`src/stack_cpu_pkg.sv`:
```
`default_nettype none

package stack_cpu_pkg;

  // ----------------------------------------------------------------------
  // sizes fixed by the instruction format
  // ----------------------------------------------------------------------
  localparam int data_w      = 8;   // data byte and data address width.
  localparam int pc_w        = 10;
  localparam int stack_depth = 8;

  // ----------------------------------------------------------------------
  // opcodes
  // ----------------------------------------------------------------------
  localparam logic [data_w-1:0] op_push  = 8'h01;
  localparam logic [data_w-1:0] op_out   = 8'h02;
  localparam logic [data_w-1:0] op_add   = 8'h03;
  localparam logic [data_w-1:0] op_sub   = 8'h04;
  localparam logic [data_w-1:0] op_mul   = 8'h05;
  localparam logic [data_w-1:0] op_store = 8'h06;
  localparam logic [data_w-1:0] op_load  = 8'h07;

  // the whole word is compared, not just the opcode byte.
  localparam logic [2*data_w-1:0] halt_word = 16'hffff;

  // ----------------------------------------------------------------------
  // types
  // ----------------------------------------------------------------------
  typedef struct packed {
    logic [data_w-1:0] opcode;
    logic [data_w-1:0] operand;
  } insn_fields_t;

  // the sequencer looks at the raw word, the datapath at the fields.
  typedef union packed {
    logic [2*data_w-1:0] raw;
    insn_fields_t        fields;
  } insn_u;

  typedef enum logic [1:0] {
    ph_exec,
    ph_mem,
    ph_halt
  } phase_t;

  typedef struct packed {
    logic exec;
    logic mem;
  } ctrl_t;

  typedef struct packed {
    logic              we;
    logic [data_w-1:0] addr;
    logic [data_w-1:0] wdata;
  } mem_req_t;

endpackage

`default_nettype wire

```
`src/cpu_sequencer.sv`:
```
`timescale 1ns/1ps
`default_nettype none

module cpu_sequencer import stack_cpu_pkg::*; (
  input  logic  clk,
  input  logic  rst,
  input  insn_u insn,
  output ctrl_t ctrl,
  output logic  halted
);

  phase_t state_q;
  phase_t state_d;

  // ----------------------------------------------------------------------
  // phase register
  // ----------------------------------------------------------------------
  always_ff @(posedge clk or posedge rst) begin
    if (rst) begin
      state_q <= ph_exec;
    end else begin
      state_q <= state_d;
    end
  end

  // every instruction is one exec cycle followed by one mem cycle.
  always_comb begin
    state_d = state_q;
    case (state_q)
      ph_exec: begin
        if (insn.raw == halt_word) begin
          state_d = ph_halt; // the halt word never gets a mem cycle.
        end else begin
          state_d = ph_mem;
        end
      end
      ph_mem: begin
        state_d = ph_exec;
      end
      ph_halt: begin
        state_d = ph_halt;   // only reset leaves this state.
      end
      default: begin
        state_d = ph_exec;
      end
    endcase
  end

  // ----------------------------------------------------------------------
  // outputs decoded from the state
  // ----------------------------------------------------------------------
  always_comb begin
    ctrl.exec = (state_q == ph_exec);
    ctrl.mem  = (state_q == ph_mem);
  end

  // once halted, both ctrl bits stay low and the rest of the core freezes.
  assign halted = (state_q == ph_halt);

endmodule

`default_nettype wire

```
`src/program_counter.sv`:
```
`timescale 1ns/1ps
`default_nettype none

module program_counter import stack_cpu_pkg::*; (
  input  logic            clk,
  input  logic            rst,
  input  ctrl_t           ctrl,
  output logic [pc_w-1:0] pc
);

  // the counter moves on the edge that closes a mem cycle.
  // after a halt ctrl.mem never rises again, so pc stays on the halt word.
  always_ff @(posedge clk or posedge rst) begin
    if (rst) begin
      pc <= '0;
    end else if (ctrl.mem) begin
      pc <= pc + 1'b1; // wraps at the top of the range.
    end
  end

endmodule

`default_nettype wire

```
`src/operand_stack.sv`:
```
`timescale 1ns/1ps
`default_nettype none

module operand_stack import stack_cpu_pkg::*; (
  input  logic              clk,
  input  logic              rst,
  input  ctrl_t             ctrl,
  input  insn_u             insn,
  input  logic [data_w-1:0] rd_data,
  output mem_req_t          mem_req,
  output logic [data_w-1:0] reg0,
  output logic              reg0_wr
);

  logic [data_w-1:0]   stk [stack_depth]; // stk[0] is the top of stack.
  logic [data_w-1:0]   opcode;
  logic                is_push;
  logic                is_out;
  logic                is_arith;
  logic                is_store;
  logic                is_load;
  logic                load_pend;
  logic                push_en;
  logic                pop_en;
  logic [data_w-1:0]   push_val;
  logic [2*data_w-1:0] prod;
  logic [data_w-1:0]   alu_res;

  // ----------------------------------------------------------------------
  // decode during exec
  // ----------------------------------------------------------------------
  assign opcode = insn.fields.opcode;

  always_comb begin
    is_push  = ctrl.exec && (opcode == op_push);
    is_out   = ctrl.exec && (opcode == op_out);
    is_store = ctrl.exec && (opcode == op_store);
    is_load  = ctrl.exec && (opcode == op_load);
    is_arith = ctrl.exec && (opcode == op_add || opcode == op_sub || opcode == op_mul);
  end

  // a load pushes the RAM data one cycle late, at the end of mem.
  assign push_en  = is_push || (ctrl.mem && load_pend);
  assign push_val = load_pend ? rd_data : insn.fields.operand;
  assign pop_en   = is_arith || is_store;

  // ----------------------------------------------------------------------
  // ALU on the two top entries
  // ----------------------------------------------------------------------
  assign prod = stk[1] * stk[0];

  always_comb begin
    case (opcode)
      op_add:  alu_res = stk[1] + stk[0];
      op_sub:  alu_res = stk[1] - stk[0]; // second minus top.
      op_mul:  alu_res = prod[data_w-1:0];
      default: alu_res = stk[1];          // plain pop for a store.
    endcase
  end

  // ----------------------------------------------------------------------
  // stack entries
  // ----------------------------------------------------------------------
  always_ff @(posedge clk or posedge rst) begin
    if (rst) begin
      for (int i = 0; i < stack_depth; i++) begin
        stk[i] <= '0;
      end
    end else if (push_en) begin
      // the bottom entry falls off a full stack.
      stk[0] <= push_val;
      for (int i = 1; i < stack_depth; i++) begin
        stk[i] <= stk[i-1];
      end
    end else if (pop_en) begin
      stk[0] <= alu_res;
      for (int i = 1; i < stack_depth - 1; i++) begin
        stk[i] <= stk[i+1];
      end
      stk[stack_depth-1] <= '0; // zero fill keeps an empty stack reading zero.
    end
  end

  // ----------------------------------------------------------------------
  // result register, load flag and store request
  // ----------------------------------------------------------------------
  always_ff @(posedge clk or posedge rst) begin
    if (rst) begin
      reg0      <= '0;
      reg0_wr   <= 1'b0;
      load_pend <= 1'b0;
    end else begin
      if (is_out) begin
        reg0 <= stk[0];
      end
      reg0_wr   <= is_out;  // strobe lands in the mem cycle.
      load_pend <= is_load;
    end
  end

  // the address is always the operand, so a load's read starts in exec.
  always_comb begin
    mem_req.we    = is_store;
    mem_req.addr  = insn.fields.operand;
    mem_req.wdata = stk[0];
  end

endmodule

`default_nettype wire

```
`src/data_ram.sv`:
```
`timescale 1ns/1ps
`default_nettype none

module data_ram import stack_cpu_pkg::*; (
  input  logic              clk,
  input  mem_req_t          mem_req,
  output logic [data_w-1:0] rd_data
);

  logic [data_w-1:0] mem [2**data_w];

  // write and registered read share one block.
  // a read of the cell being written returns the old byte.
  always_ff @(posedge clk) begin
    if (mem_req.we) begin
      mem[mem_req.addr] <= mem_req.wdata;
    end
    rd_data <= mem[mem_req.addr];
  end

endmodule

`default_nettype wire

```
`src/stack_cpu_top.sv`:
```
`timescale 1ns/1ps
`default_nettype none

module stack_cpu_top import stack_cpu_pkg::*; (
  input  logic              clk,
  input  logic              rst,
  input  insn_u             insn,     // from the program memory at pc.
  output logic [pc_w-1:0]   pc,
  output logic [data_w-1:0] reg0,
  output logic              reg0_wr,
  output logic              halted
);

  ctrl_t             ctrl;
  mem_req_t          mem_req;
  logic [data_w-1:0] rd_data;

  // ----------------------------------------------------------------------
  // control
  // ----------------------------------------------------------------------
  cpu_sequencer u_sequencer (
    .clk    (clk),
    .rst    (rst),
    .insn   (insn),
    .ctrl   (ctrl),
    .halted (halted)
  );

  program_counter u_pc (
    .clk  (clk),
    .rst  (rst),
    .ctrl (ctrl),
    .pc   (pc)
  );

  // ----------------------------------------------------------------------
  // datapath
  // ----------------------------------------------------------------------
  operand_stack u_stack (
    .clk     (clk),
    .rst     (rst),
    .ctrl    (ctrl),
    .insn    (insn),
    .rd_data (rd_data),
    .mem_req (mem_req),
    .reg0    (reg0),
    .reg0_wr (reg0_wr)
  );

  data_ram u_ram (
    .clk     (clk),
    .mem_req (mem_req),
    .rd_data (rd_data)
  );

endmodule

`default_nettype wire

```
`config.mk`:
```
export PLATFORM = sky130hd
export DESIGN_NAME = stack_cpu_top
export DESIGN_NICKNAME = d
export VERILOG_FILES = /design/src/stack_cpu_pkg.sv /design/src/cpu_sequencer.sv /design/src/program_counter.sv /design/src/operand_stack.sv /design/src/data_ram.sv /design/src/stack_cpu_top.sv
export SDC_FILE = /design/constraint.sdc
export NUM_CORES = 2
export LEC_CHECK = 0
export BUFFER_PORTS_ARGS = -buffer_cell sky130_fd_sc_hd__clkbuf_2
export CORE_ASPECT_RATIO = 1.5
export CORE_MARGIN = 4
export CORE_UTILIZATION = 60
export DETAILED_ROUTE_END_ITERATION = 10
export PLACE_DENSITY = 0.76
export SLEW_MARGIN = 15
export SYNTH_ARGS = -nofsm -noshare
export SYNTH_HDL_FRONTEND = slang
export SYNTH_HIERARCHICAL = 1
export SYNTH_SLANG_ARGS = --single-unit
```
`constraint.sdc`:
```
create_clock -name clk -period 6.45 [get_ports clk]
set_clock_uncertainty 0.2 [all_clocks]
set_input_delay 1.29 -clock clk [delete_from_list [all_inputs] [get_ports clk]]
set_output_delay 1.29 -clock clk [all_outputs]
set_load 0.02 [all_outputs]
```
# Yosys cells after proc, flatten, opt, wreduce, memory -nomap -nowiden
# Memory sizes are Yosys's and may differ from the RTL's. A register that Yosys moved wholly into a read port is not among the register bits.
# Cells that the tools add are included.
word_totals:
  ff_bits: 86
  ram_bits: 2048
  out_inout_bits: 20
  word_cells: 48
  n_memories: 1
memory_table:
  columns: ["memory", "words", "word_bits", "read_ports", "rd_clocked_by_memory_dff", "wr", "line_no", "text"]
  rows:
  - ["u_ram.mem", 256, 8, 1, 1, 1, "data_ram.sv:10", "logic [data_w-1:0] mem [2**data_w];"]
op_classes:
  add_sub_neg: 3
  mul: 1
  n_eq_ne: 10
  mux: 8
  reduce_logical: 12
op_table:
  columns: ["cell", "count"]
  rows:
  - ["$mux W64", 2]
  - ["$eq A8 B3 Y1 const B", 4]
  - ["$pmux W8 S3", 1]
  - ["$eq A16 B16 Y1 const B", 1]
  - ["$eq A8 B2 Y1 const B", 2]
  - ["$add A10 B1 Y10 const B", 1]
  - ["$add A8 B8 Y8", 1]
  - ["$eq A8 B1 Y1 const B", 1]
  - ["$mul A8 B8 Y8", 1]
  - ["$mux W8", 1]
  - ["$sub A8 B8 Y8", 1]
  - ["$logic_and A1 B1 Y1", 6]
  - ["$logic_or A1 B1 Y1", 4]
  - ["$pmux W2 S2", 1]
  - ["$eq A2 B1 Y1 const B", 1]
  - ["$eq A2 B2 Y1 const B", 1]
  - ["$logic_not A2 Y1", 1]
  - ["$mux W1", 2]
  - ["$mux W2", 1]
  - ["$reduce_bool A2 Y1", 1]

# Longest topological paths before layout
depth:
  word_depth: 7
  ltp_mapped: 16
  depth_no_buf: 15

# Hierarchy
# The synthesis kept the hierarchy.
modules_own_cells:
  columns: ["mod", "instances", "cells_each", "area_per_inst_um2", "seq_area_each_um2"]
  rows:
  - ["data_ram", 1, 3547, 78492.8, 61659.1]
  - ["operand_stack", 1, 549, 5132.4, 1851.8]
  - ["program_counter", 1, 37, 452.9, 250.2]
  - ["cpu_sequencer", 1, 13, 128.9, 50.0]

# Worst setup path after synthesis
# Ideal clock, no wire load.
synth_timing:
  path_kind: "reg2reg"
  startpoint: "register u_stack.stk (netlist bit u_stack/mem_req[2])"
  endpoint: "register u_stack.stk (netlist bit u_stack/mem_req[7])"
  arrival_time_ns: 4.075
  setup_slack_ns: 2.036
  stages_incl_launch_ff: 15
  path_buffers: 1
  path_cell_list: "dfrtp_1 -> clkbuf_1 -> nand2_1 -> fa_1 -> fa_1 -> inv_1 -> fa_1 -> inv_1 -> fa_1 -> xor2_1 -> xnor3_1 -> xnor3_1 -> xnor3_1 -> a221oi_1 -> a221oi_2"
synth_between:
  elab_chain_len: 4
  elab_cells_between_ends: 6
  classes_between: "add/sub: 2; mul: 1; mux: 3"
synth_rtl:
  columns: ["item", "line_no", "text"]
  rows:
  - ["start: declaration", "operand_stack.sv:15", "logic [data_w-1:0] stk [stack_depth];"]
  - ["start signal: indexed assignment", "operand_stack.sv:73", "stk[i] <= stk[i-1];"]
  - ["start signal: indexed assignment", "operand_stack.sv:78", "stk[i] <= stk[i+1];"]
  - ["$mul A8 B8 Y8 (tied with other cells)", "operand_stack.sv:50", "assign prod = stk[1] * stk[0];"]
  - ["$pmux W8 S3 *", "operand_stack.sv:53", "case (opcode)"]
  - ["$mux W64 *", "operand_stack.sv:75", "end else if (pop_en) begin"]
  - ["$mux W64 *", "operand_stack.sv:69", "end else if (push_en) begin"]
# Mark *: on every way between the ends. The rest lies on a longest branch, timed or not. The select of a mux whose other input is x is not followed.
# A chain may end at the register's enable or synchronous reset.

# Worst setup path in the final report
layout_timing:
  startpoint: "register u_stack.stk (netlist bit u_stack/mem_req[4])"
  endpoint: "register u_stack.stk (netlist bit u_stack/mem_req[7])"
# Same word-level chain as after synthesis.

==> metrics.md <==
| Metric | Value |
|---|---|
| CTS Sinks | 2142 |
| Sequential area share after synthesis | 75.8% |
| Grt total ovfl | 0 |
| FF+latch count, synth | roughly 2100 |
| Clock group share of total power | between 30% and 40% |
| Final Hold Vio Count | 0 |
| Avg Vias per Cell | 6.79 |
| Initial antenna violation count | 4 |
| WP data required | 6.88 ns |
| Power Dens Cells | approximately 320 nW/µm² |
| DRC viols | 0 |
| Highest Clock Rate | 0.205 GHz |
| Part of the power in combinational logic | 7.0% |
| CTS tree | built |
| Mapped cell area | 84200 µm² |
| Largest stage delay, worst path | 0.92 ns |
| Mapped Avg Cell Area | 20.3 µm² |
| Mapped Cells | 4146 |
| Initial Utilization | 60.3% |
| Slew Viols, Final | 0 |
| Die Y | between 400 and 500 µm |
| CTS H-tree lvls | 4 |
| R2r setup slk | between 1.5 and 2 ns |
| Clock root buffer | clkbuf_16 |
| CP Capture Type | register |
| P_leak | 29.0 nW |
| Hold buffers post-CTS | 0 |
| Worst Max-Slew Pin Slew | 1.18 ns |
| Crit-path cells | nand2_1 -> fa_1 -> fa_1 -> inv_1 -> fa_1 -> inv_1 -> fa_1 -> xor2_1 -> xnor3_1 -> xnor3_1 -> xnor3_1 -> a221oi_1 -> a221oi_2 |
| Final GP Congestion | 0.853 |
| Switching power | 6.60 mW |
| First drt pass iteration count | 8 |
| CTS Buf Count | 179 |
| IO buf count | 37 |
| Slew HR | 20.4% |
| Pre-CTS setup slack | 0.830 ns |
| Min Clock Period, post-route | 4.88 ns |
| Sw Share | 22.5% |
| Number of synthesized flops with an enable pin | 2048 |
| Insertion delay to the later sink of the worst-skew pair | about 0.80 ns |
| HPWL after DPL | between 100000 and 150000 µm |
| Final Cycle Share | 75.7% |
| Setup repair bufs after CTS | 0 |
| Remaining antenna violation count after routing | 0 |
| WP data arrival | approximately 5.3 ns |
| Sequential power share | between 50% and 60% |
| Global-route wire length before repair | 295000 µm |
| Most instantiated cells after synthesis | 2048 x edfxtp_1, 512 x mux4_2, 258 x a22oi_1, 244 x nor2_1, 164 x clkbuf_1 |
| Share of the synthesized area in the top cell type | 73.0% |
| CP startpoint kind | register |
| Run status | completed |
| Die area | 147000 µm² |
| Final Setup Violations | 0 |
| Final setup margin | 1.57 ns |
| CP max stage cell | dfrtp_4 |
| Power Total | between 20 and 30 mW |
| Largest area contributor in the netlist | edfxtp_1 |
| Die width | 314 µm |
| Total GRT Usage | between 20% and 30% |
| Post-synth ARST share | roughly 4% |
| Yosys cell types | 59 |
| Top FF cell, synth | edfxtp_1 |
| Worst VDD drop | 0.276 mV |
| Crit Path Category | reg2reg |
| Syn nets | between 4000 and 5000 |
| Total negative setup slack | 0 ns |
| Layout cells sized above 1 | 23.3% |
| Most used cell along the critical path | fa_1 |
| WL final | 199000 µm |
| Row count | 168 |
| Largest net degree at the start of global routing | 221 |
| Area of the core | approximately 140000 µm² |
| Top cells by area, synth | edfxtp_1 73%, mux4_2 14%, dfrtp_1 2.6% |
| HP Class | in2async |
| RSZ-0062 raised after global routing | no |
| Synth Warn # | 6 |
| Internal power | 22.7 mW |
| 1st-iter DRT viols | 5317 |
| Area Growth Syn to Fin | 10.1% |
| Vias in the first global route | 43200 |
| Post_cts resized | 0 |
| Vias | 42400 |
| Clk slew on worst S/H paths | roughly 0.070 ns |
| Max FO, Critical Path | 67 |
| WL/cell | 31.9 µm |
| Max_cap viols | 0 |
| CTS max path bufs | 3 |
| Final net count | 4282 |
| I/O Pins | 38 |
| Top-count cell post-synth | edfxtp_1 |
layout by cell type (no fill, tap or decap), drive strengths merged, types with 8 or more instances in the layout:
cell,instances
mux2,11
edfxtp,2048
buf,148
xnor2,20
nand2b,9
a22oi,258
dfrtp,86
nand3,16
clkinvlp,10
nand2,124
nor2,244
nor2b,11
inv,51
o41ai,34
nand4,17
bufinv,20
ha,26
clkinv,64
mux4,512
clkbuf,260
nor3,40
fa,13
a21oi,148
dfxtp,8
o21ai,64
mux2i,56
and2,21
through the flow:
stage	cells	cell area, µm²	util, %	hold WS, ns
floorplan	4146	84200	-	0.260
global placement	5914	86700	62.1	0.256
detailed placement	5914	86700	62.1	0.270
CTS	6244	92700	66.4	0.115
global route	6245	92700	66.4	0.137
finish	6247	92700	66.4	0.169
cell type report:
type | count | area (µm²)
clock buffer | 225 | 4850
clock inverter | 105 | 1120
sequential | 2142 | 63800
tap | 1870 | 2340
multi-input combinational | 1679 | 18900
antenna | 3 | 7.51
timing repair buffer | 183 | 1460
fill | 8622 | 46900
inverter | 40 | 151
worst max-delay path, delay by kind of cell, from the launching register on:
kind,cells,cell delay (ns)
flip-flops,1,0.92
XOR/XNOR,4,1.11
adder cells (fa/ha/maj),4,1.80
AND/OR/NAND/NOR,1,0.16
buffers and inverters,2,0.12
AO/OA/AOI/OAI,2,0.40
logic make-up (layout without fill, tap and decap cells):
group | count (synthesis) | in the layout | share of synthesized area, %
other cells | 0 | 3 | 0
compound gates | 532 | 532 | 4.22
xor+xnor | 30 | 30 | 0.361
mux | 579 | 579 | 14.5
simple gates | 499 | 499 | 2.61
buf+inv | 325 | 553 | 1.83
flops | 2142 | 2142 | 75.8
fa+ha+maj | 39 | 39 | 0.695
registers in the layout, summed over array words and instances, names as in the netlist:
name and flops:
u_ram/rd_data 8, u_stack/mem_req 8, u_pc/pc 10, u_stack/reg0 8, u_stack/stk 56, u_sequencer/state_q 2
u_stack/reg0_wr 1, u_ram/mem 2048, u_stack/load_pend 1
path summary, 6_finish.rpt:
path                                           startpoint                                to  cells past startpoint
max in group asynchronous                             rst    u_stack/mem_req[5]$_DFFE_PP0P_                      3
min reg2reg                        u_pc/pc[9]$_DFFE_PP0P_            u_pc/pc[9]$_DFFE_PP0P_                      1
max                        u_stack/mem_req[4]$_DFFE_PP0P_    u_stack/mem_req[7]$_DFFE_PP0P_                     13
min in group clk                   u_pc/pc[9]$_DFFE_PP0P_            u_pc/pc[9]$_DFFE_PP0P_                      1
max reg2reg                u_stack/mem_req[4]$_DFFE_PP0P_    u_stack/mem_req[7]$_DFFE_PP0P_                     13
min                                                   rst  u_sequencer/state_q[0]$_DFF_PP0_                      2
metal layers:
metal  vias to the layer above  part of all wire, %  GRT usage [%]  wire, µm
li1                      17200                    -              -         -
met1                     22100                   34           35.0     67500
met2                      2524                   51           46.5    102000
met3                       537                  8.8           4.88     17500
met4                         4                  6.2           14.4     12400
met5                         -                0.012              0        23
power by group through the flow:
stage                     Clock (mW)  Combinational [mW]  Sequential [mW]
after global placement             0                1.96             16.5
after floorplan                    0                1.29             16.4
after CTS                       11.2                2.06             16.3
final                           11.0                2.06             16.3
after detailed placement           0                2.04             16.6
after global routing            11.7                2.19             16.3
Note: power is estimated with default switching activity, not from simulation.
